`src/design/xr_pkg.sv`:
```
`default_nettype none

package xr_pkg;

  localparam int WIDTH     = 32;
  localparam int NUM_BANKS = 4;
  localparam int BANK_BITS = 2;
  localparam int NUM_ROWS  = 64;
  localparam int ROW_BITS  = 6;
  localparam int ADDR_BITS = BANK_BITS + ROW_BITS; // bank in the upper bits.

  typedef logic [WIDTH-1:0]     data_t;
  typedef logic [ADDR_BITS-1:0] addr_t;
  typedef logic [BANK_BITS-1:0] bank_t;
  typedef logic [ROW_BITS-1:0]  row_t;
  typedef logic [NUM_BANKS-1:0] bank_mask_t; // one bit per data bank.

  // port B owner: init sweep, idle/fetch of old words, or write-back.
  typedef enum logic [1:0] {
    ws_init,
    ws_idle,
    ws_update
  } write_state_t;

endpackage

`default_nettype wire

```
`src/design/xr_write_sequencer.sv`:
```
`timescale 1ns/1ps
`default_nettype none

module xr_write_sequencer (
  input  wire logic                                 clk,
  input  wire logic                                 reset,
  input  wire logic                                 wr_vld,
  input  wire xr_pkg::bank_t                        wr_bank,
  input  wire xr_pkg::row_t                         wr_row,
  input  wire xr_pkg::data_t                        wr_data,
  input  wire xr_pkg::data_t [xr_pkg::NUM_BANKS-1:0] portb_old,
  input  wire xr_pkg::data_t                        xor_portb_old,
  output logic                                      ready,
  output xr_pkg::bank_mask_t                        portb_en,
  output logic                                      portb_we,
  output xr_pkg::row_t                              portb_row,
  output xr_pkg::data_t                             portb_wdata,
  output logic                                      xor_portb_en,
  output logic                                      xor_portb_we,
  output xr_pkg::data_t                             xor_portb_wdata
);

  xr_pkg::write_state_t state;
  xr_pkg::row_t         init_row;

  logic          hold_vld;
  xr_pkg::bank_t hold_bank;
  xr_pkg::row_t  hold_row;
  xr_pkg::data_t hold_data;
  xr_pkg::data_t new_xor;

  always_ff @(posedge clk) begin
    if (reset) begin
      state <= xr_pkg::ws_init;
      init_row <= '0;
      hold_vld <= 1'b0;
    end else begin
      hold_vld <= wr_vld;
      case (state)
        xr_pkg::ws_init: begin
          init_row <= init_row + 1'b1;
          if (init_row == xr_pkg::row_t'(xr_pkg::NUM_ROWS - 1)) begin
            state <= xr_pkg::ws_idle; // last row cleared.
          end
        end
        xr_pkg::ws_idle: begin
          if (hold_vld) begin
            state <= xr_pkg::ws_update; // old words arrive next cycle.
          end
        end
        xr_pkg::ws_update: state <= xr_pkg::ws_idle;
        default: state <= xr_pkg::ws_init;
      endcase
    end
  end

  // writes come at least two cycles apart, so the hold is stable
  // through the following update.
  always_ff @(posedge clk) begin
    if (wr_vld) begin
      hold_bank <= wr_bank;
      hold_row <= wr_row;
      hold_data <= wr_data;
    end
  end

  assign new_xor = xor_portb_old ^ portb_old[hold_bank] ^ hold_data;
  assign ready = (state != xr_pkg::ws_init);

  always_comb begin
    portb_en = '0;
    portb_we = 1'b0;
    portb_row = hold_row;
    portb_wdata = hold_data;
    xor_portb_en = 1'b0;
    xor_portb_we = 1'b0;
    xor_portb_wdata = new_xor;
    case (state)
      xr_pkg::ws_init: begin
        portb_en = '1; // clear the row in every bank.
        portb_we = 1'b1;
        portb_row = init_row;
        portb_wdata = '0;
        xor_portb_en = 1'b1;
        xor_portb_we = 1'b1;
        xor_portb_wdata = '0;
      end
      xr_pkg::ws_idle: begin
        if (hold_vld) begin
          portb_en[hold_bank] = 1'b1; // fetch old word and old xor.
          xor_portb_en = 1'b1;
        end
      end
      xr_pkg::ws_update: begin
        portb_en[hold_bank] = 1'b1;
        portb_we = 1'b1;
        xor_portb_en = 1'b1;
        xor_portb_we = 1'b1;
      end
      default: ;
    endcase
  end

endmodule

`default_nettype wire

```
`config.mk`:
```
export PLATFORM = sky130hd
export DESIGN_NAME = xr_write_sequencer
export DESIGN_NICKNAME = d
export VERILOG_FILES = /design/src/design/xr_pkg.sv /design/src/design/xr_write_sequencer.sv
export SDC_FILE = /design/constraint.sdc
export NUM_CORES = 1
export LEC_CHECK = 0
export ABC_AREA = 1
export BUFFER_PORTS_ARGS = -buffer_cell sky130_fd_sc_hd__buf_4
export CAP_MARGIN = 20
export CORE_AREA = 4 4 107 109
export CTS_BUF_LIST = sky130_fd_sc_hd__clkbuf_16
export CTS_CLUSTER_DIAMETER = 60
export DETAILED_ROUTE_END_ITERATION = 16
export DIE_AREA = 0 0 111 113
export PLACE_DENSITY = 0.77
export SLEW_MARGIN = 20
export SYNTH_ARGS = -nofsm -noshare
export SYNTH_HDL_FRONTEND = slang
export SYNTH_SLANG_ARGS = --single-unit
export TNS_END_PERCENT = 10
```
`constraint.sdc`:
```
create_clock -name clk -period 3.9 [get_ports clk]
set_input_delay 0.975 -clock clk [delete_from_list [all_inputs] [get_ports clk]]
set_output_delay 0.975 -clock clk [all_outputs]
set_load 0.01 [all_outputs]
```
# Word level (Yosys, flattened, before mapping)
# Cells that the tools add are included.
# word_totals
regBits	49
latch_bits	0
mem_bits_rw	0
mem_bits_ro	0
input_bits	203
out_inout_bits	78
elab_cells	36
n_memories	0
# op_classes
n_addsub	1
mul	0
n_div	0
order_cmp	2
eq_ne	5
shifts	0
mux	15
bitwise	2
reduce_logical	5
# ops
cell	count
$mux W32	3
$bmux W32 S2	1
$xor A32 B32 Y32	2
$pmux W4 S3	1
$add A6 B1 Y6 const B	1
$eq A6 B6 Y1 const B	1
$mux W6	1
$pmux W2 S3	1
$mux W2	2
$mux W4	1
$ne A2 B2 Y1 const B	2
$lt A2 B3 Y1 const B	1
$mux W1	3
$demux W1 S2	1
$eq A2 B1 Y1 const B	1
$eq A2 B2 Y1 const B	1
$ge A2 B1 Y1 const B	1
$logic_not A2 Y1	1
$pmux W1 S2	1
$reduce_and A2 Y1	1
$reduce_bool A2 Y1	1
$reduce_or A2 Y1	1
$logic_and A1 B1 Y1	1

# Longest topological paths before layout
# logic_depth
word_depth	6
mapped_depth	9
ltp_nobuf	7

# Least setup slack after synthesis
# Ideal clock, no wire load.
# synth_timing
kind	input to output
start	input portb_old[125] in the netlist's numbering
end	output xor_portb_wdata[29]
arrival_ns	1.436
t_required_ns	2.925
slack_ns	1.489
cell_stages	6
n_path_buf	0
path_cell_list	nand2_1 -> nand2_1 -> nand2_1 -> nand3_1 -> nand2_1 -> nor2_1
# synth_via
elab_chain_len	5
# synth_lines
item	line_no	text
start: declaration	xr_write_sequencer.sv:11	input wire xr_pkg::data_t [xr_pkg::NUM_BANKS-1:0] portb_old,
$bmux W32 S2	xr_write_sequencer.sv:67	assign new_xor = xor_portb_old ^ portb_old[hold_bank] ^ hold_data;
$mux W32 (implied by the code)	xr_write_sequencer.sv:67	
$xor A32 B32 Y32 (2 in a row)	xr_write_sequencer.sv:67	
$mux W32	xr_write_sequencer.sv:78	case (state)
end: declaration	xr_write_sequencer.sv:20	output xr_pkg::data_t xor_portb_wdata
# Every way passes these cells. The select of a mux whose other input is x is not followed.

# Worst setup path in the final report
# layout_timing
start	register hold_bank[0]
end	output xor_portb_wdata[12]
# layout_via
elab_chain_len	5
# layout_lines
item	line_no	text
start: declaration	xr_write_sequencer.sv:27	xr_pkg::bank_t hold_bank;
start signal: assignment	xr_write_sequencer.sv:61	hold_bank <= wr_bank;
$bmux W32 S2	xr_write_sequencer.sv:67	
$mux W32 (implied by the code)	xr_write_sequencer.sv:67	
$xor A32 B32 Y32 (2 in a row)	xr_write_sequencer.sv:67	
$mux W32	xr_write_sequencer.sv:78	
# Every way passes these cells. The select of a mux whose other input is x is not followed.

==> impl_metrics.ini <==
[sta]
slew_violations = 0
finalSetupViolCount = 0
finalHoldViolations = 0
fin_crit_sh = 0.761
slew_headroom = 0.409
rsz0062_at_grt = false
fmax_mhz = 337
fin_crit_ps = 2970
worst_pin_slew_ps = 885
finalClockSkew_ps = 8.71
tns_ps = 0

[grt]
grt_pass1_vias = 4420
grt_pass1_wl_mm = 21.6
overflow = 0
grt_max_degree = 67
antenna_found_initial = 0
grt_use_total = 0.211

[yosys]
syn-num-nets = 833
ys_seq_area_frac = 0.354
yosysWarnings = 0
synth_top_area_share = 0.308
syn-cell-area_um2 = 3900
synth.largest_area_cell = edfxtp_1
synth_area_leaders = edfxtp_1 (31%), nand2_1 (30%), xnor2_1 (7.2%), nor2_1 (7.0%), a21oi_1 (4.9%)
ys_types = 20
netlist_instances = 629
syn_area_per_cell_um2 = 6.20
ys_ff_latch = 49

[critical_path]
cp_common_cell = nand2_1
cp_cell_sequence = inv_2, buf_4, nand2_1, nand2_1, nand2_1, nand3_1, nand2_1, nor2_1, buf_4
reg2reg_depth = 5
reg2reg_to = init_row[2]
endpoint_kind = output port
worstSetupStartpointType = register
cpMaxStageDelayCell = edfxtp_1
arrival_ps = 1990
reg2reg_from = state[1]
crit_start = hold_bank[0]
path_max_fanout = 31
required_ps = 2920
endpoint = xor_portb_wdata[12]
critPathKind = register to output port
slowest_delay_ps = 400
r2r_slack_ps = 2430

[clock_network]
cts_buffers = 5
cts_root_buf = clkbuf_16
cts_resized = 0
cts_setup_buffers = 0
ctsHoldBuffers = 0
clock_sinks = 49
ctsHtreeMaxLevel = 2
clkLatencyLatePin_ps = 290
path_clk_slew_ps = 80
cts_tree = built
clockBufferDepth = 2

[drt]
drt-pass1-iter-count = 5
vias = 4786
vias_per_cell = 4.64
ant_nets = 0
first_iter_violations = 311
drc = 0
routed_wirelength_mm = 14.1
wire_per_inst_um = 13.6

[power]
leakagePower_nw = 3.35
clkPwrFrac = 0.285
p_seq_frac = 0.401
pwr-share-comb = 0.314
netSwitchingPower_w = 0.000475
p_total_w = 0.00158
netSwitchingFraction = 0.300
power_density_nw_per_um2 = 255
p_int_w = 0.00111
peakVddDrop_uv = 192

[floorplanning]
fp.dieH_um = 113
start_util = 0.368
die-area_um2 = 12500
ios = 281
num_rows = 38
core_um2 = 10600
fp.dieW_um = 111

[cells_and_area]
final_nets = 1095
synthToLayoutAreaGrowth_pct = 59.5
n_antenna_cell = 0
nFillCells = 1026
layout-drive-gt1-share = 0.333
final_common_cell = nand2_1
layout_common_cells = nand2_1 (308), buf_4 (286), nor2_1 (72)

[placed_design]
dp_hpwl_mm = 10.6
globalplace.congestion = 0.827
io_buffers = 280

[run]
maxCapViolCount = 0

[worst_hold_path]
worst_hold_path_type = register to register

[run_status]
status = finished clean
power by group through the flow:
| stage | Combinational [W] | Sequential, W | Clock, W |
|---|---|---|---|
| final | 0.000498 | 0.000635 | 0.000452 |
| after global routing | 0.000558 | 0.000639 | 0.000487 |
| after CTS | 0.000500 | 0.000635 | 0.000465 |
| after detailed placement | 0.000498 | 0.000647 | 0 |
| after global placement | 0.000491 | 0.000645 | 0 |
| after floorplan | 0.000265 | 0.000641 | 0 |
final cells by class:
| type | instances | area (um^2) | share of cell area |
|---|---|---|---|
| Timing Repair Buffer | 286 | 2150 | 0.345 |
| Tap cell | 140 | 175 | 0.0282 |
| Multi-Input combinational cell | 501 | 2180 | 0.351 |
| Inverter | 48 | 180 | 0.0290 |
| Clock inverter | 3 | 26.3 | 0.00423 |
| Clock buffer | 5 | 125 | 0.0201 |
| Sequential cell | 49 | 1380 | 0.222 |
layer usage:
layer | track usage | vias up | wire length (um)
met1 | 0.244 | 2082 | 5550
met3 | 0.0594 | 22 | 1180
met2 | 0.384 | 205 | 7050
met5 | 0 | - | 0
li1 | - | 2477 | -
met4 | 0.0517 | 0 | 274
critical path: cells and delay by family, from the launching register on:
kind / cells / cell delay, ps
AND/OR/NAND/NOR: 6 / 540
buffers and inverters: 3 / 740
flip-flops: 1 / 400
flip-flops by register name, indices dropped and copies added (netlist names):
register	count
state	2
hold_vld	1
hold_row	6
hold_bank	2
hold_data	32
init_row	6
how the worst min path moves through the flow:
| stage | endpoint | startpoint | slack (ps) | cells after the start |
|---|---|---|---|---|
| detailed placement | state[1] | hold_vld | 450 | 2 |
| global route | state[1] | hold_vld | 500 | 2 |
| floorplan | state[1] | state[1] | 420 | 1 |
| finish | state[1] | hold_vld | 450 | 2 |
| global placement | state[1] | hold_vld | 440 | 2 |
| CTS | state[1] | hold_vld | 450 | 2 |
synthesized netlist by cell type, drive strengths merged:
library cell / number
clkbuf: 7
nor2: 73
nand4: 2
ha: 1
o21ai: 6
a21oi: 38
nor4: 1
nand3: 35
buf: 24
o21a: 1
inv: 47
nand2: 308
clkinv: 1
edfxtp: 40
xnor2: 32
o31ai: 4
dfxtp: 9
logic make-up after synthesis:
| kind of cell | after synthesis | share of synthesized area |
|---|---|---|
| AOI/OAI and AO/OA | 49 | 0.0661 |
| and+or+nand+nor | 419 | 0.417 |
| adders and majority gates | 1 | 0.00321 |
| xor gates and xnor gates | 32 | 0.0719 |
| buffers and inverters | 79 | 0.0876 |
| DFF | 49 | 0.354 |
through the flow:
step	cell area, um^2	hold slack [ps]	cells	worst slack (ps)	util
finish	6220	454	1032	933	0.586
floorplan	3900	420	629	1490	-
detailed placement	6070	448	1024	1230	0.572
global placement	6070	443	1024	1230	0.572
CTS	6220	454	1032	925	0.586
global route	6220	498	1032	719	0.586
No activity file was read; power rests on OpenSTA's default activity.
