**src/design/xr_pkg.sv**
```systemverilog
`default_nettype none

package xr_pkg;

  localparam int WIDTH     = 32;
  localparam int NUM_BANKS = 4;
  localparam int BANK_BITS = 2;
  localparam int NUM_ROWS  = 64;
  localparam int ROW_BITS  = 6;
  localparam int ADDR_BITS = BANK_BITS + ROW_BITS; // bank in the upper bits.

  typedef logic [WIDTH-1:0]     data_t;
  typedef logic [ADDR_BITS-1:0] addr_t;
  typedef logic [BANK_BITS-1:0] bank_t;
  typedef logic [ROW_BITS-1:0]  row_t;
  typedef logic [NUM_BANKS-1:0] bank_mask_t; // one bit per data bank.

  // port B owner: init sweep, idle/fetch of old words, or write-back.
  typedef enum logic [1:0] {
    ws_init,
    ws_idle,
    ws_update
  } write_state_t;

endpackage

`default_nettype wire

```
**src/design/xr_request_stage.sv**
```systemverilog
`timescale 1ns/1ps
`default_nettype none

module xr_request_stage (
  input  wire logic                                 clk,
  input  wire logic                                 reset,
  input  wire logic                                 ready,
  input  wire logic                                 write,
  input  wire xr_pkg::addr_t                        wr_adr,
  input  wire xr_pkg::data_t                        din,
  input  wire logic [1:0]                           read,
  input  wire xr_pkg::addr_t                        rd_adr0,
  input  wire xr_pkg::addr_t                        rd_adr1,
  output xr_pkg::bank_mask_t                        porta_en,
  output xr_pkg::row_t [xr_pkg::NUM_BANKS-1:0]      porta_row,
  output logic                                      xor_porta_en,
  output xr_pkg::row_t                              xor_porta_row,
  output logic [1:0]                                tag_vld,
  output xr_pkg::bank_t                             tag_bank0,
  output xr_pkg::bank_t                             tag_bank1,
  output logic                                      tag_rebuild,
  output logic                                      wr_vld,
  output xr_pkg::bank_t                             wr_bank,
  output xr_pkg::row_t                              wr_row,
  output xr_pkg::data_t                             wr_data
);

  xr_pkg::bank_t bank0;
  xr_pkg::bank_t bank1;
  xr_pkg::row_t  row0;
  xr_pkg::row_t  row1;
  logic          conflict;

  xr_pkg::bank_mask_t                   plan_en;
  xr_pkg::row_t [xr_pkg::NUM_BANKS-1:0] plan_row;
  logic                                 plan_xor_en;

  assign {bank0, row0} = rd_adr0;
  assign {bank1, row1} = rd_adr1;
  assign conflict = ready & read[0] & read[1] & (bank0 == bank1); // read 1 needs a rebuild.

  always_comb begin
    plan_en = '0;
    plan_row = '0;
    plan_xor_en = 1'b0;
    if (ready && read[0]) begin
      plan_en[bank0] = 1'b1;
      plan_row[bank0] = row0;
    end
    if (conflict) begin
      // every other bank plus the xor bank at read 1's row.
      for (int b = 0; b < xr_pkg::NUM_BANKS; b++) begin
        if (xr_pkg::bank_t'(b) != bank0) begin
          plan_en[b] = 1'b1;
          plan_row[b] = row1;
        end
      end
      plan_xor_en = 1'b1;
    end else if (ready && read[1]) begin
      plan_en[bank1] = 1'b1;
      plan_row[bank1] = row1;
    end
  end

  always_ff @(posedge clk) begin
    if (reset) begin
      porta_en <= '0;
      xor_porta_en <= 1'b0;
      tag_vld <= 2'b00;
      tag_rebuild <= 1'b0;
      wr_vld <= 1'b0;
    end else begin
      porta_en <= plan_en;
      xor_porta_en <= plan_xor_en;
      tag_vld <= read & {2{ready}}; // requests before ready are dropped.
      tag_rebuild <= conflict;
      wr_vld <= write & ready;
    end
  end

  always_ff @(posedge clk) begin
    porta_row <= plan_row;
    xor_porta_row <= row1;
    tag_bank0 <= bank0;
    tag_bank1 <= bank1;
    {wr_bank, wr_row} <= wr_adr;
    wr_data <= din;
  end

endmodule

`default_nettype wire

```
**config.mk**
```make
export PLATFORM = sky130hd
export DESIGN_NAME = xr_request_stage
export DESIGN_NICKNAME = d
export VERILOG_FILES = /design/src/design/xr_pkg.sv /design/src/design/xr_request_stage.sv
export SDC_FILE = /design/constraint.sdc
export NUM_CORES = 1
export LEC_CHECK = 0
export ABC_AREA = 1
export BUFFER_PORTS_ARGS = -buffer_cell sky130_fd_sc_hd__buf_2
export CAP_MARGIN = 20
export CELL_PAD_IN_SITES_DETAIL_PLACEMENT = 1
export CELL_PAD_IN_SITES_GLOBAL_PLACEMENT = 2
export CORE_AREA = 2 2 114 116
export DETAILED_ROUTE_END_ITERATION = 10
export DIE_AREA = 0 0 116 118
export GPL_TIMING_DRIVEN = 0
export PLACE_DENSITY = 0.8
export SLEW_MARGIN = 15
export SYNTH_ARGS = -nofsm -noshare
export SYNTH_HDL_FRONTEND = slang
export SYNTH_SLANG_ARGS = --single-unit
```
**constraint.sdc**
```tcl
create_clock -name clk -period 1.9 [get_ports clk]
set_clock_uncertainty 0.1 [all_clocks]
set_input_delay 0.475 -clock clk [delete_from_list [all_inputs] [get_ports clk]]
set_output_delay 0.475 -clock clk [all_outputs]
set_load 0.02 [all_outputs]
```
=== Word level (Yosys, flattened, before mapping) ===
Cells that the tools add are included.

* Bits in registers: 83
* Latch bits: 0
* Bits in writable memories: 0
* ROM bits: 0
* Bits of input ports: 62
* Output and inout bits: 83
* Logic and storage cells: 59
* Memories kept: 0

* Add/sub/neg operators: 0
* $mul: 0
* Div/mod/pow operators: 0
* Order comparisons: 4
* Eq/ne operators: 4
* Shifts and indexed selects: 0
* Mux-type cells: 24
* Bitwise operators: 7
* Reductions and logical operators: 5

{| class="wikitable"
|+ Operators by type and width
! kind !! number
|-
| $mux 24 || 3
|-
| $mux 6 || 6
|-
| $and 24x24->24 || 1
|-
| $bwmux 24 || 1
|-
| $demux 6 s2 || 2
|-
| $mux 4 || 3
|-
| $mux 1 || 7
|-
| $lt 2x3->1 const B || 2
|-
| $and 1x1->1 || 4
|-
| $demux 1 s2 || 2
|-
| $ge 2x1->1 const B || 2
|-
| $logic_and 1x1->1 || 4
|-
| $ne 2x2->1 const A || 2
|-
| $or 4x4->4 || 1
|-
| $and 2x2->2 || 1
|-
| $eq 2x2->1 || 1
|-
| $ne 1x2->1 const A || 1
|-
| $reduce_bool 2->1 || 1
|}

=== Depth between registers and ports, before layout ===
Gate-level depths: netlist (run 1).

* Word-level depth: 9
* Mapped depth: 8
* Mapped depth without buffers: 6

=== Least setup slack after synthesis (run 1) ===
Ideal clock, no wire load.

* Path kind: input to register
* Start: in rd_adr1[7]
* End: reg porta_row[1] in the netlist's numbering
* Library setup time: 0.113 ns
* Arrival: 1.301 ns
* Required time: 1.687 ns
* Path slack: 0.385 ns
* Cell stages on the path: 5
* Buffers on the path: 1
* Cells stage by stage: buf_2 nor3_1 nand2_1 nand3_1 nand2_1

{| class="wikitable"
|+ RTL lines
! what !! RTL line !! source
|-
| start: declaration || xr_request_stage.sv:13 || <nowiki>input wire xr_pkg::addr_t rd_adr1,</nowiki>
|-
| end signal: assignment || xr_request_stage.sv:82 || <nowiki>porta_row <= plan_row;</nowiki>
|-
| end: declaration || xr_request_stage.sv:15 || <nowiki>output xr_pkg::row_t [xr_pkg::NUM_BANKS-1:0] porta_row,</nowiki>
|}

==> reports/results.ini, run 1 <==
[clock_network]
clkTransAtPathRegs_ps = 70
postCtsHoldBufs = 0
cts_tree = done
clk_path_buf_depth = 2
ctsHtreeMaxLevel = 3
clock-sinks = 82
cts-root-buf = clkbuf_16
post_cts.repair.setup_buffers = 0
cts_resized = 0
cts_made_buffers = 9

[floorplanning]
die_area_mm2 = 0.0137
io_pins = 145
start_util = 0.226
core_mm2 = 0.0124
rows = 41
die_w_um = 116
die_h_um = 118

[placement]
port-buffer-count = 143
gp_congestion = 0.850
hpwl_um = 7200

[logic_synthesis]
netlist_area_mm2 = 0.00280
synth_commonest_cells = nand2_1 (143), dfxtp_1 (82), nand3_1 (68), nor2_1 (17), inv_1 (12)
yosysTopAreaCell = dfxtp_1
synthCells = 348
synth_seq_cells = 82
ys.flop_type = dfxtp_1
async_flop_share = 0
yosysMostFrequentCell = nand2_1
yosysTopAreaCellShare = 0.585
syn-num-nets = 410
synth_edf_count = 0
syn_avg_cell_area_um2 = 8.06
yosysSeqAreaShare = 0.585
synth_area_leaders = dfxtp_1 (59%), nand2_1 (19%), nand3_1 (12%), nor2_1 (2.3%), inv_1 (1.6%)
ys_types = 18
yosys_warnings = 0

[setup_path]
critPathArrivalTime_ps = 1860
crit_family = simple AND/OR/NAND/NOR gates
endpoint_kind = flip-flop
slowest_delay_ps = 810
slowest_stage = nor3_1
critPathMaxFanout = 8
startpoint_type = primary input
worstSetupPathType = in -> reg
crit_required_ps = 2030
cp_cell_sequence = buf_2 -> buf_2 -> nor3_1 -> nand2_1 -> nand3_1 -> nand2_1
startpoint = rd_adr1[7]
critPathBufInv = 2

[power]
leakage_uw = 0.00222
p_per_area_mw_per_mm2 = 991
max-vdd-ir-drop_mv = 0.401

[timing]
relSlewSlack = 0.344
finalHoldViolCount = 0
final_max_slew_viol_count = 0
clock.fmax_ghz = 0.576
worst_pin_slew_ps = 976
setup_tns_ps = 0
period_minus_slack_ps = 1740
rsz0062_at_grt = false
period_share = 0.914
setup_violations = 0

[grt]
grt_pass1_wl_um = 14700
grt_overflow = 0
antenna_found_initial = 0
grt_max_degree = 16
grt_usage = 0.140
grt_pass1_vias = 2850

[outcome]
status = finished clean

[layout]
drive_gt1_frac = 0.351
num_antenna_cells = 0
fill_cells = 1544
utilization = 0.324
syn_to_final_growth_pct = 43.6
nets = 564

[worst_hold_path]
hp-class = in -> reg
hp-start = din[8]

[route]
avgRoutedWirePerCell_um = 14.2
vias_per_cell = 4.22
vias = 2868
drt_iter0_markers = 133
first_pass_iters = 4
wirelength_um = 9670
detail-route-antenna-nets = 0
drc = 0

[run]
max_cap_viol_count = 0

## path summary, 6_finish.rpt
check                     endpoint  cells after the start
worst max-delay path  porta_row[5]                      6
worst min-delay path    wr_data[8]                      1
## layout by cell type, fill, tap and decap left out, drive strengths merged
master,Yosys,routed
clkbuf,1,11
a21oi,4,4
dfxtp,82,82
xnor2,1,1
buf,11,154
nand3,68,68
clkinvlp,0,3
nor2,19,19
clkinv,1,2
inv,14,16
nor3,3,3
nand2,144,144
## logic make-up after synthesis
logic type | after synthesis | share of synthesized area
compound gates | 4 | 0.00714
xor+xnor | 1 | 0.00312
buf+inv | 27 | 0.0495
flops | 82 | 0.585
simple gates | 234 | 0.355
## area by class of cell
type	instances	area [µm²]	share of cell area
buffer	12	82.6	0.0205
clock buffer	10	239	0.0594
clock inverter	6	48.8	0.0121
inverter	15	56.3	0.0140
multi-input combinational	239	1030	0.255
sequential	82	1640	0.408
tap	172	215	0.0535
timing repair buffer	143	716	0.178
## through the flow
stage | setup WS [ps] | area [µm²] | total power [µW] | hold WS (ps) | instances
after floorplan | 385 | 2800 | 2140 | 403 | 348
after global placement | -239 | 3730 | 2360 | 477 | 663
after detailed placement | -226 | 3730 | 2370 | 479 | 663
after CTS | 128 | 4020 | 4050 | 123 | 679
after global routing | 1.03 | 4030 | 4170 | 118 | 679
final | 164 | 4030 | 3990 | 137 | 679
## power by group
group | internal (µW) | leakage [µW] | switching, µW
registers | 1810 | 0.000684 | 19.1
clock network | 932 | 0.000132 | 727
logic | 164 | 0.00141 | 338
## per-layer routing
| layer | global-route usage | share of wire |
|---|---|---|
| met1 | 0.162 | 0.42 |
| met2 | 0.239 | 0.47 |
| met3 | 0.0463 | 0.093 |
| met4 | 0.0528 | 0.020 |
| met5 | 0 | 0 |
## state kept, by name, indices dropped and copies added, names as in the netlist
signal and count:
wr_data 32, xor_porta_row 6, porta_en 4, wr_vld 1, tag_vld 2, tag_bank1 2, porta_row 24, tag_bank0 2
wr_bank 2, xor_porta_en 1, wr_row 6
Note: power is estimated with default switching activity, not from simulation.
==> run 2: changes to the inputs <==
- PLACE_DENSITY: 0.8 -> 0.86
==> reports/results.ini, run 2 (same netlist as run 1, synthesis figures left out) <==
[clock_network]
ctsHtreeMaxLevel = 3  ; unchanged
cts-root-buf = clkbuf_16  ; unchanged
postCtsHoldBufs = 0  ; unchanged
clock-sinks = 82  ; unchanged
cts_made_buffers = 9  ; unchanged
clkTransAtPathRegs_ps = 60  ; was 70 ps
post_cts.repair.setup_buffers = 0  ; unchanged
clk_path_buf_depth = 2  ; unchanged
cts_tree = done  ; unchanged
cts_resized = 0  ; unchanged

[placement]
gp_congestion = 0.863  ; was 0.850
port-buffer-count = 143  ; unchanged
hpwl_um = 7260  ; was 7200 µm

[layout]
nets = 564  ; unchanged
regMostFlops = wr_data  ; unchanged
drive_gt1_frac = 0.347  ; was 0.351
syn_to_final_growth_pct = 43.2  ; was 43.6%
num_antenna_cells = 0  ; unchanged
mostFrequentLayoutCell = buf_2  ; unchanged
layout_common_cells = buf_2 (149), nand2_1 (143), dfxtp_1 (82)  ; unchanged
largest_reg_flops = 32  ; unchanged
reg_top3 = wr_data x32, porta_row x24  ; unchanged
utilization = 0.323  ; was 0.324

[setup_path]
crit_required_ps = 2070  ; was 2030 ps
crit_family = simple AND/OR/NAND/NOR gates  ; unchanged
critPathMaxFanout = 7  ; was 8
startpoint_type = primary input  ; unchanged
critPathArrivalTime_ps = 1920  ; was 1860 ps
endpoint_kind = flip-flop  ; unchanged
worstSetupPathType = in -> reg  ; unchanged
slowest_stage = nor2_1  ; was nor3_1
critPathBufInv = 2  ; unchanged
slowest_delay_ps = 540  ; was 810 ps
cp_common_cell = nand2_1
cp_cell_sequence = buf_2 -> buf_2 -> nand2_1 -> nor2_1 -> nand2_1 -> nand2_1 -> nand3_1 -> nand2_1  ; was buf_2 -> buf_2 -> nor3_1 -> nand2_1 -> nand3_1 -> nand2_1

[route]
first_pass_iters = 4  ; unchanged
drc = 0  ; unchanged
detail-route-antenna-nets = 0  ; unchanged
wirelength_um = 9540  ; was 9670 µm
avgRoutedWirePerCell_um = 14.1  ; was 14.2 µm
drt_iter0_markers = 160  ; was 133
vias = 2851  ; was 2868
vias_per_cell = 4.20  ; was 4.22

[timing]
period_minus_slack_ps = 1750  ; was 1740 ps
rsz0062_at_grt = false  ; unchanged
setup_tns_ps = 0  ; unchanged
relSlewSlack = 0.358  ; was 0.344
period_share = 0.920  ; was 0.914
finalHoldViolCount = 0  ; unchanged
final_max_slew_viol_count = 0  ; unchanged
worst_pin_slew_ps = 956  ; was 976 ps
setup_violations = 0  ; unchanged
clock.fmax_ghz = 0.572  ; was 0.576 GHz

[floorplanning]
die_h_um = 118  ; unchanged
die_w_um = 116  ; unchanged
start_util = 0.226  ; unchanged
rows = 41  ; unchanged
io_pins = 145  ; unchanged
core_mm2 = 0.0124  ; unchanged
die_area_mm2 = 0.0137  ; unchanged

[worst_hold_path]
hp-class = in -> reg  ; unchanged

[power]
p_per_area_mw_per_mm2 = 984  ; was 991 mW/mm²
max-vdd-ir-drop_mv = 0.348  ; was 0.401 mV
leakage_uw = 0.00222  ; about the same
comb_power_share = 0.127  ; was 0.126
internal_power_uw = 2870  ; was 2900 µW
switchingPower_uw = 1080  ; about the same
swShare = 0.273  ; was 0.272
p_clk_frac = 0.410  ; was 0.416
seqPwrFrac = 0.463  ; was 0.458
p_total_uw = 3950  ; was 3990 µW

[grt]
grt_max_degree = 16  ; unchanged
grt_pass1_vias = 2907  ; was 2850
grt_overflow = 0  ; unchanged
antenna_found_initial = 0  ; unchanged
grt_pass1_wl_um = 14700  ; about the same
grt_usage = 0.140  ; about the same

[run]
max_cap_viol_count = 0  ; unchanged

[outcome]
status = finished clean  ; unchanged

==> run 2: layer usage <==
layer | wire length (µm) | part of all wire | track usage | up-vias
met1 | 3920 | 0.41 | 0.158 | 1302
met5 | 0 | 0 | 0 | -
li1 | - | - | - | 1416
met4 | 150 | 0.016 | 0.0618 | 0
met2 | 4690 | 0.49 | 0.241 | 120
met3 | 777 | 0.081 | 0.0391 | 13
==> run 2: worst paths after layout <==
path | startpoint | endpoint | slack [ps] | cells past startpoint
worst min-delay path | din[10] | wr_data[10] | 140 | 1
worst max-delay path | rd_adr0[7] | porta_row[20] | 150 | 8
==> run 2: power by group through the flow <==
| stage | clock network [µW] | logic, µW | registers (µW) |
|---|---|---|---|
| floorplan | 0 | 154 | 1990 |
| global placement | 0 | 496 | 1860 |
| detailed placement | 0 | 504 | 1870 |
| CTS | 1700 | 506 | 1830 |
| global route | 1760 | 548 | 1840 |
| finish | 1620 | 501 | 1830 |
==> run 2: per-stage QoR <==
step / hold WS (ps) / instances / cell area, µm² / setup WS (ps)
2_1_floorplan: 403 / 348 / 2800 / 385
3_3_place_gp: 477 / 663 / 3730 / -144
3_5_place_dp: 479 / 663 / 3730 / -154
4_1_cts: 118 / 679 / 4010 / 178
5_1_grt: 117 / 679 / 4010 / 53.2
6_report: 136 / 679 / 4010 / 151
==> run 2: final cells by class <==
type,instances,area [µm²]
Buffer,12,82.6
Clock buffer,10,229
Clock inverter,6,50.0
Fill cell,1550,8400
Inverter,15,56.3
Multi-Input combinational cell,239,1020
Sequential cell,82,1640
Tap cell,172,215
Timing Repair Buffer,143,716
