$ cat src/design/xr_pkg.sv
`default_nettype none

package xr_pkg;

  localparam int WIDTH     = 32;
  localparam int NUM_BANKS = 4;
  localparam int BANK_BITS = 2;
  localparam int NUM_ROWS  = 64;
  localparam int ROW_BITS  = 6;
  localparam int ADDR_BITS = BANK_BITS + ROW_BITS; // bank in the upper bits.

  typedef logic [WIDTH-1:0]     data_t;
  typedef logic [ADDR_BITS-1:0] addr_t;
  typedef logic [BANK_BITS-1:0] bank_t;
  typedef logic [ROW_BITS-1:0]  row_t;
  typedef logic [NUM_BANKS-1:0] bank_mask_t; // one bit per data bank.

  // port B owner: init sweep, idle/fetch of old words, or write-back.
  typedef enum logic [1:0] {
    ws_init,
    ws_idle,
    ws_update
  } write_state_t;

endpackage

`default_nettype wire

$ cat src/design/xr_read_merge.sv
`timescale 1ns/1ps
`default_nettype none

module xr_read_merge (
  input  wire logic                                 clk,
  input  wire logic                                 reset,
  input  wire logic [1:0]                           tag_vld,
  input  wire xr_pkg::bank_t                        tag_bank0,
  input  wire xr_pkg::bank_t                        tag_bank1,
  input  wire logic                                 tag_rebuild,
  input  wire xr_pkg::data_t [xr_pkg::NUM_BANKS-1:0] porta_dout,
  input  wire xr_pkg::data_t                        xor_porta_dout,
  output logic [1:0]                                rd_vld,
  output xr_pkg::data_t                             rd_dout0,
  output xr_pkg::data_t                             rd_dout1
);

  // tags one cycle later, aligned with the bank outputs.
  logic [1:0]    vld_d;
  xr_pkg::bank_t bank0_d;
  xr_pkg::bank_t bank1_d;
  logic          rebuild_d;
  xr_pkg::data_t rebuilt;

  always_ff @(posedge clk) begin
    if (reset) begin
      vld_d <= 2'b00;
    end else begin
      vld_d <= tag_vld;
    end
  end

  always_ff @(posedge clk) begin
    bank0_d <= tag_bank0;
    bank1_d <= tag_bank1;
    rebuild_d <= tag_rebuild;
  end

  always_comb begin
    rebuilt = xor_porta_dout;
    for (int b = 0; b < xr_pkg::NUM_BANKS; b++) begin
      if (xr_pkg::bank_t'(b) != bank0_d) begin
        rebuilt = rebuilt ^ porta_dout[b]; // bank0 holds read 0's row, skip it.
      end
    end
  end

  always_ff @(posedge clk) begin
    if (reset) begin
      rd_vld <= 2'b00;
    end else begin
      rd_vld <= vld_d;
    end
  end

  always_ff @(posedge clk) begin
    rd_dout0 <= porta_dout[bank0_d];
    rd_dout1 <= rebuild_d ? rebuilt : porta_dout[bank1_d];
  end

endmodule

`default_nettype wire

$ cat config.mk
export PLATFORM = sky130hd
export DESIGN_NAME = xr_read_merge
export DESIGN_NICKNAME = d
export VERILOG_FILES = /design/src/design/xr_pkg.sv /design/src/design/xr_read_merge.sv
export SDC_FILE = /design/constraint.sdc
export NUM_CORES = 1
export LEC_CHECK = 0
export BUFFER_PORTS_ARGS = -buffer_cell sky130_fd_sc_hd__buf_2
export CAP_MARGIN = 20
export CORE_MARGIN = 5
export CORE_UTILIZATION = 47
export DETAILED_ROUTE_END_ITERATION = 10
export PLACE_DENSITY_LB_ADDON = 0.2
export SYNTH_ARGS = -nofsm -noshare
export SYNTH_HDL_FRONTEND = slang
export SYNTH_SLANG_ARGS = --single-unit
$ cat constraint.sdc
create_clock -name clk -period 1.65 [get_ports clk]
set_input_delay 0.2475 -clock clk [delete_from_list [all_inputs] [get_ports clk]]
set_output_delay 0.2475 -clock clk [all_outputs]
set_load 0.1 [all_outputs]
======== Word level (Yosys, flattened, before mapping) ========
Cells that the tools add are included.
Widths: inputs -> output; s select.
storage, ports and cells
  flip-flop bits (word level) ............. 73
  input bits .............................. 169
  output and inout port bits .............. 66
  logic and storage cells ................. 26
operators by class
  $lt $le $gt $ge ......................... 2
  equal/unequal tests ..................... 3
  mux-type cells .......................... 9
  bitwise operators ....................... 4
  reductions and logical operators ........ 1
operators by type and width
  kind                count
  $mux 32             7
  $bmux 32 s2         2
  $xor 32x32->32      4
  $lt 2x3->1 const B  2
  $ne 2x2->1 const A  2
  $ne 1x2->1 const A  1
  $reduce_bool 2->1   1

======== Depth between registers and ports, before layout ========
Gate-level depths: netlist of the first run.
  depth after elaboration ................. 9
  gate-level depth with buffers ........... 9
  mapped depth without buffers ............ 5

======== Worst setup path before layout of the first run ========
No wires, ideal clock.
  path type ............................... register to register
  from .................................... reg bank0_d[0]
  to ...................................... reg rd_dout0[10]
  setup time .............................. 0.135 ns
  arrival ................................. 1.568 ns
  data required time ...................... 1.515 ns
  slack ................................... -0.053 ns
  stages on the path, launching flop included .. 5
  path buffers ............................ 3
  clock period less this slack ............ 1.703 ns
  path through ............................ dfxtp_1 > clkbuf_1 > buf_2 > buf_2 > mux4_2
on the way
  longest elaborated chain between the ends .. 2
ends and longest elaborated chain
  what                           line                 RTL
  from (decl)                    xr_read_merge.sv:20  xr_pkg::bank_t bank0_d;
  from (signal assigned)         xr_read_merge.sv:34  bank0_d <= tag_bank0;
  $bmux 32 s2                    xr_read_merge.sv:57  rd_dout0 <= porta_dout[bank0_d];
  $mux 32 (implied by the code)  xr_read_merge.sv:57
  to (signal assigned)           xr_read_merge.sv:57
  to (decl)                      xr_read_merge.sv:14  output xr_pkg::data_t rd_dout0,
No other way between the ends. The select of a mux whose other input is x is not followed.
A chain may end at the register's enable or synchronous reset.

======== Worst setup path in the final report of the first run ========
  from .................................... reg bank0_d[1]
  to ...................................... reg rd_dout1[20]
on the way
  longest elaborated chain between the ends .. 9
  elaborated cells between the ends (all ways) .. 12
  those cells by class .................... eq/ne (3); mux (5); bitwise (3); reduce/logical (1)
ends and longest elaborated chain
  what                  line                 RTL
  $reduce_bool 2->1     xr_read_merge.sv:42  if (xr_pkg::bank_t'(b) != bank0_d) begin
  $mux 32               xr_read_merge.sv:42
  $xor 32x32->32        xr_read_merge.sv:43  rebuilt = rebuilt ^ porta_dout[b];
  $mux 32               xr_read_merge.sv:42
  $xor 32x32->32        xr_read_merge.sv:43
  $mux 32               xr_read_merge.sv:42
  $xor 32x32->32        xr_read_merge.sv:43
  $mux 32 (*)           xr_read_merge.sv:42
  $mux 32 (*)           xr_read_merge.sv:58  rd_dout1 <= rebuild_d ? rebuilt : porta_dout[bank1_d];
  to (signal assigned)  xr_read_merge.sv:58
  to (decl)             xr_read_merge.sv:15  output xr_pkg::data_t rd_dout1
Every way passes the cells marked *; elsewhere a longest branch is shown, timed or not.

==> results.sh, run 1 <==
export IMPL_dieArea_mm2=0.0171
export IMPL_maxSlewHeadroom=0.656
export IMPL_critical_path_required_ns=1.90
export IMPL_cp_start_kind="register"
export IMPL_cts_buffers=9
export IMPL_r2r_start="bank0_d[1]"
export IMPL_viasPerCell=5.92
export IMPL_max_cap_viol_count=0
export IMPL_dp_cells=1121
export IMPL_grt_pass1_wl_um=31100
export IMPL_p_sw_uw=3490
export IMPL_antenna_found_initial=1
export IMPL_hpwl_um=14500
export IMPL_reg2reg_depth=6
export IMPL_tightest_slew_ns=0.520
export IMPL_fin_worst_skew_ns=0.00578
export IMPL_path_cells="buf_12, nand3b_1, a21boi_2, or4_1, and3_1, o31ai_1"
export IMPL_setup_viol_count_final=25
export IMPL_finalNetCount=1144
export IMPL_grt_max_degree=39
export IMPL_clock_fmax_mhz=555
export IMPL_hold_class="input pin to register"
export IMPL_p_sw_frac=0.442
export IMPL_clockBufferDepth=2
export IMPL_critPathSlowestCell="or4_1"
export IMPL_clk_latency_ns=0.34
export IMPL_drt_iter0_drc=409
export IMPL_synth_edf_count=0
export IMPL_slowest_delay_ns=0.51
export IMPL_fin_ws_ns=-0.150
export IMPL_cts_root_buf="clkbuf_16"
export IMPL_syn_nets=895
export IMPL_wl_per_cell_um=17.9
export IMPL_gp_congestion=0.809
export IMPL_avgSynthCellArea_um2=9.44
export IMPL_path_max_fanout=14
export IMPL_ys_ff_latch=73
export IMPL_p_clk_frac=0.232
export IMPL_final_common_cell="buf_2"
export IMPL_rsz0062_at_grt="true"
export IMPL_synth_cells=726
export IMPL_reg2reg_to="rd_dout1[20]"
export IMPL_grt_use_total=0.228
export IMPL_internal_power_uw=4400
export IMPL_seq_area_frac_synth=0.213
export IMPL_hold_viol_final=0
export IMPL_r2r_setup_slack_ns=-0.15
export IMPL_firstDrtPassIters=5
export IMPL_path_class="register to register"
export IMPL_cts_max_level=3
export IMPL_fin_crit_ns=1.80
export IMPL_leakage_uw=0.00393
export IMPL_ios=235
export IMPL_die_y_um=131
export IMPL_num_rows=44
export IMPL_drtAntennaViolNets=0
export IMPL_io_buffers=234
export IMPL_clk_pin_slew_worst_paths_ns=0.06
export IMPL_clock_sinks=73
export IMPL_post_place_ws_ns=-0.208
export IMPL_area_delta_synth_final_pct=37.9
export IMPL_combPwrFrac=0.507
export IMPL_layout_common_cells="buf_2, nand2_1, dfxtp_1"
export IMPL_antenna_cells=0
export IMPL_netlist_area_mm2=0.00686
export IMPL_drive_above_1_share=0.472
export IMPL_worstHoldStart="reset"
export IMPL_hold_end="rd_vld[1]"
export IMPL_synth_ff_type="dfxtp_1"
export IMPL_status="finished, violations left"
export IMPL_path_buf_inv=1
export IMPL_wl_um=20800
export IMPL_start_util=0.475
export IMPL_core_mm2=0.0144
export IMPL_cp_end_kind="register"
export IMPL_violations="setup timing"
export IMPL_p_seq_frac=0.261
export IMPL_synth_distinct_cells=37
export IMPL_cts_tree="yes"
export IMPL_worstPathArrival_ns=2.05
export IMPL_via_count=6877
export IMPL_hold_depth=2
export IMPL_finalMaxSlewViolations=0
export IMPL_power_density_mw_per_mm2=835
export IMPL_grt_overflow=0
export IMPL_async_flop_share=0
export IMPL_grt_pass1_vias=6307
export IMPL_fin_cells=1162
export IMPL_finalCritPeriodShare=1.09
export IMPL_drc_errors=0
export IMPL_critPathTopFamily="simple AND/OR/NAND/NOR gates"
export IMPL_irDropWorstVdd_v=0.000617
export IMPL_yosysWarnings=0
export IMPL_die_w_um=131
-- routing by layer --
layer	share of wire	track usage	vias up
li1	-	-	3301
met1	0.42	0.303	3311
met2	0.49	0.372	235
met3	0.075	0.0528	28
met4	0.016	0.0653	2
met5	0.00034	0	-
-- cell type report --
cell class	instances	area (um2)
Clock buffer	14	264
Timing Repair Buffer	308	2050
Tap cell	184	230
Fill cell	1180	4970
Sequential cell	73	1470
Inverter	2	15.0
Multi-Input combinational cell	581	5420
-- sequential cells by signal, indices dropped and copies added (netlist names) --
name	count
rd_dout0	32
rd_dout1	32
bank0_d	2
bank1_d	2
rd_vld	2
vld_d	2
rebuild_d	1
-- how the worst max path moves through the flow --
stage	startpoint	endpoint	slack [ns]	cells after the start
2_1_floorplan	bank0_d[0]	rd_dout0[10]	-0.05	4
4_1_cts	bank0_d[1]	rd_dout1[11]	-0.13	6
3_5_place_dp	bank0_d[1]	rd_dout1[3]	-0.21	6
3_3_place_gp	bank0_d[1]	rd_dout1[0]	-0.20	6
6_report	bank0_d[1]	rd_dout1[20]	-0.15	6
5_1_grt	bank0_d[1]	rd_dout1[19]	-0.24	6
-- synthesized netlist by cell type (3+ instances only) --
cell,number,share of area
a21oi_1,10,0.0073
clkbuf_1,15,0.0082
dfxtp_1,73,0.21
nor2_1,20,0.011
buf_4,3,0.0033
o22ai_1,10,0.0091
o21ai_0,20,0.015
nand2b_1,6,0.0055
nand4b_1,10,0.013
nand3b_1,10,0.011
a221o_1,22,0.032
buf_2,23,0.017
a211oi_2,20,0.037
or4_4,3,0.0049
and3_1,10,0.0091
buf_1,25,0.014
or4_1,7,0.0077
o21ai_1,22,0.016
o32ai_1,22,0.028
a21boi_1,3,0.0033
mux4_2,64,0.21
or2b_1,5,0.0055
and4b_1,22,0.032
xnor2_1,66,0.084
xor2_1,22,0.028
nand3_1,10,0.0073
a211o_1,10,0.013
a21boi_0,7,0.0077
nand2_1,87,0.048
a211oi_1,24,0.026
nor2b_1,48,0.044
o31ai_1,20,0.022
-- timing repair --
action                     CTS  global route
gates cloned                 1             4
setup endpoints to repair   32            38
hold endpoints to repair     5             0
buffers inserted             0            17
hold buffers                 5             0
pin swaps                    2            26
gates resized for setup     23            33
-- per-stage QoR --
| step | setup TNS [ns] | instance area (um2) | total power [uW] | hold slack [ns] | util |
|---|---|---|---|---|---|
| final | -2.54 | 9450 | 7890 | 0.117 | 0.655 |
| after detailed placement | -5.39 | 8630 | 5910 | 0.351 | 0.599 |
| after CTS | -2.14 | 9050 | 7810 | 0.108 | 0.628 |
| after floorplan | -1.44 | 7010 | 5030 | 0.275 | - |
| after global routing | -4.81 | 9450 | 8260 | 0.121 | 0.655 |
| after global placement | -4.30 | 8630 | 5880 | 0.351 | 0.599 |
-- cell families after synthesis --
group / Yosys count / synth area share
AND/OR/NAND/NOR: 239 / 0.199
AO/OA/AOI/OAI: 190 / 0.216
XOR/XNOR: 88 / 0.112
flip-flops: 73 / 0.213
buffers and inverters: 72 / 0.0493
multiplexers: 64 / 0.210
-- power by group through the flow --
stage	sequential [uW]	combinational (uW)	clock (uW)
detailed placement	2090	3820	0
finish	2060	4000	1830
floorplan	3660	1370	0
global route	2080	4220	1950
global placement	2100	3780	0
CTS	2060	3870	1880
(Power assumes the default switching activity.)
==> run 2: changes to the inputs <==
--- a/config.mk
+++ b/config.mk
@@ -7,10 +7,13 @@
 export LEC_CHECK = 0
 export BUFFER_PORTS_ARGS = -buffer_cell sky130_fd_sc_hd__buf_2
 export CAP_MARGIN = 20
+export CELL_PAD_IN_SITES_DETAIL_PLACEMENT = 1
+export CELL_PAD_IN_SITES_GLOBAL_PLACEMENT = 1
 export CORE_MARGIN = 5
-export CORE_UTILIZATION = 47
+export CORE_UTILIZATION = 35
 export DETAILED_ROUTE_END_ITERATION = 10
 export PLACE_DENSITY_LB_ADDON = 0.2
 export SYNTH_ARGS = -nofsm -noshare
 export SYNTH_HDL_FRONTEND = slang
 export SYNTH_SLANG_ARGS = --single-unit
+export TNS_END_PERCENT = 30
==> run 2 against run 1 <==
Net effect: the run still ends with setup timing left; clock skew up 0.0064 ns; largest cell class unchanged; register-to-register slack got worse by 0.02 ns; largest power group unchanged; highest routed layer unchanged; non-clock buffer count increased by 1.
==> results.sh, run 2 (synthesis results as in run 1) <==
export IMPL_violations="setup timing"
export IMPL_path_max_fanout=10
export IMPL_wl_um=23700
export IMPL_worstPathArrival_ns=2.07
export IMPL_top_regs="rd_dout0 (32), rd_dout1 (32)"
export IMPL_via_count=6897
export IMPL_finalMaxSlewViolations=0
export IMPL_path_class="register to register"
export IMPL_antenna_found_initial=2
export IMPL_setup_viol_count_final=31
export IMPL_io_buffers=234
export IMPL_antenna_cells=0
export IMPL_viasPerCell=5.54
export IMPL_firstDrtPassIters=4
export IMPL_ios=235
export IMPL_p_seq_frac=0.254
export IMPL_fin_util=0.483
export IMPL_p_sw_uw=3580
export IMPL_dieArea_mm2=0.0225
export IMPL_wl_per_cell_um=19.0
export IMPL_top_layer="met5"
export IMPL_grt_overflow=0
export IMPL_drive_above_1_share=0.449
export IMPL_final_common_cell="buf_2"
export IMPL_num_rows=51
export IMPL_wl_met1_um=10300
export IMPL_p_sw_frac=0.442
export IMPL_post_place_ws_ns=-0.175
export IMPL_die_w_um=150
export IMPL_clk_pin_slew_worst_paths_ns=0.07
export IMPL_grt_max_degree=65
export IMPL_power_density_mw_per_mm2=865
export IMPL_max_cap_viol_count=0
export IMPL_core_mm2=0.0194
export IMPL_clk_latency_ns=0.35
export IMPL_fin_worst_skew_ns=0.0121
export IMPL_grt_pass1_wl_um=37400
export IMPL_combPwrFrac=0.488
export IMPL_fin_cells=1246
export IMPL_die_y_um=150
export IMPL_clockBufferDepth=2
export IMPL_cp_start_kind="register"
export IMPL_tightest_slew_ns=0.523
export IMPL_dr_wl_met2_um=11700
export IMPL_gp_congestion=0.761
export IMPL_irDropWorstVdd_v=0.000654
export IMPL_critical_path_required_ns=1.91
export IMPL_hold_viol_final=0
export IMPL_grt_use_total=0.208
export IMPL_cts_tree="yes"
export IMPL_finalNetCount=1145
export IMPL_reg2reg_depth=7
export IMPL_status="finished, violations left"
export IMPL_fin_ws_ns=-0.166
export IMPL_drt_iter0_drc=306
export IMPL_hpwl_um=17100
export IMPL_layout_common_cells="buf_2, nand2_1, dfxtp_1"
export IMPL_internal_power_uw=4520
export IMPL_start_util=0.353
export IMPL_cp_end_kind="register"
export IMPL_hold_depth=2
export IMPL_drtAntennaViolNets=0
export IMPL_cts_buffers=9
export IMPL_grt_pass1_vias=7283
export IMPL_cts_max_level=3
export IMPL_totalPowerFinal_uw=8100
export IMPL_cts_root_buf="clkbuf_16"
export IMPL_hold_class="input pin to register"
export IMPL_leakage_uw=0.00390
export IMPL_worst_hold_slack_ns=0.107
export IMPL_dr_wl_met3_um=1430
export IMPL_area_delta_synth_final_pct=36.5
export IMPL_rsz0062_at_grt="true"
export IMPL_drc_errors=0
export IMPL_maxSlewHeadroom=0.653
export IMPL_dp_cells=1211
export IMPL_fin_crit_ns=1.82
export IMPL_clock_sinks=73
export IMPL_finalCritPeriodShare=1.10
export IMPL_clock_fmax_mhz=551
export IMPL_p_clk_frac=0.258
-- run 2: changes by cell type in the layout (fill, tap and decap cells not counted), sizes merged --
| cell | change |
|---|---|
| buf | +2 |
| bufbuf | +1 |
| bufinv | +1 |
| clkbuf | -4 |
| clkinv | +2 |
| clkinvlp | +1 |
-- run 2: power groups by stage --
stage          Clock [uW]  Combinational (uW)  Sequential (uW)
6_report             2090                3950             2060
5_1_grt              2230                4180             2080
4_1_cts              2160                3920             2060
3_5_place_dp            0                3830             2090
3_3_place_gp            0                3780             2100
2_1_floorplan           0                1320             3660
-- run 2: layer usage --
layer | global-route usage | vias to the layer above
met2 | 0.357 | 191
li1 | - | 3304
met1 | 0.267 | 3371
met3 | 0.0475 | 27
met4 | 0.0489 | 4
met5 | 0 | -
-- run 2: repair_timing --
item,4_1_cts,5_1_grt
hold buffers,4,1
hold endpoints to repair,4,1
endpoints found under the setup margin,42,32
cloned,2,1
setup buffers,12,0
pin swaps,25,13
gates resized for setup,27,22
-- run 2: critical path, cell delays in order, from the launching register on --
cell and delay [ns]:
dfxtp_4 0.45, or2_4 0.18, bufbuf_16 0.28, buf_4 0.11, o22ai_1 0.06, a211o_1 0.29
and3_1 0.18, o31ai_1 0.18
-- run 2: path summary, 6_finish.rpt --
kind | startpoint | end | slack [ns]
min | reset | vld_d[0] | 0.11
max reg2reg | bank0_d[1] | rd_dout1[29] | -0.17
max | bank0_d[1] | rd_dout1[29] | -0.17
min reg2reg | vld_d[1] | rd_vld[1] | 0.45
-- run 2: per-stage QoR --
stage / TNS [ns] / area [um2]
final: -2.74 / 9360
after global routing: -5.64 / 9360
after CTS: -3.14 / 9230
after detailed placement: -3.13 / 8640
after global placement: -2.37 / 8640
after floorplan: -2.39 / 6860
-- run 2: area by class of cell --
cell class | count | area (um2)
fill | 2338 | 10000
clock buffer | 12 | 256
tap | 265 | 332
multi-input combinational | 581 | 5230
clock inverter | 4 | 51.3
inverter | 2 | 15.0
sequential | 73 | 1470
timing repair buffer | 309 | 2010
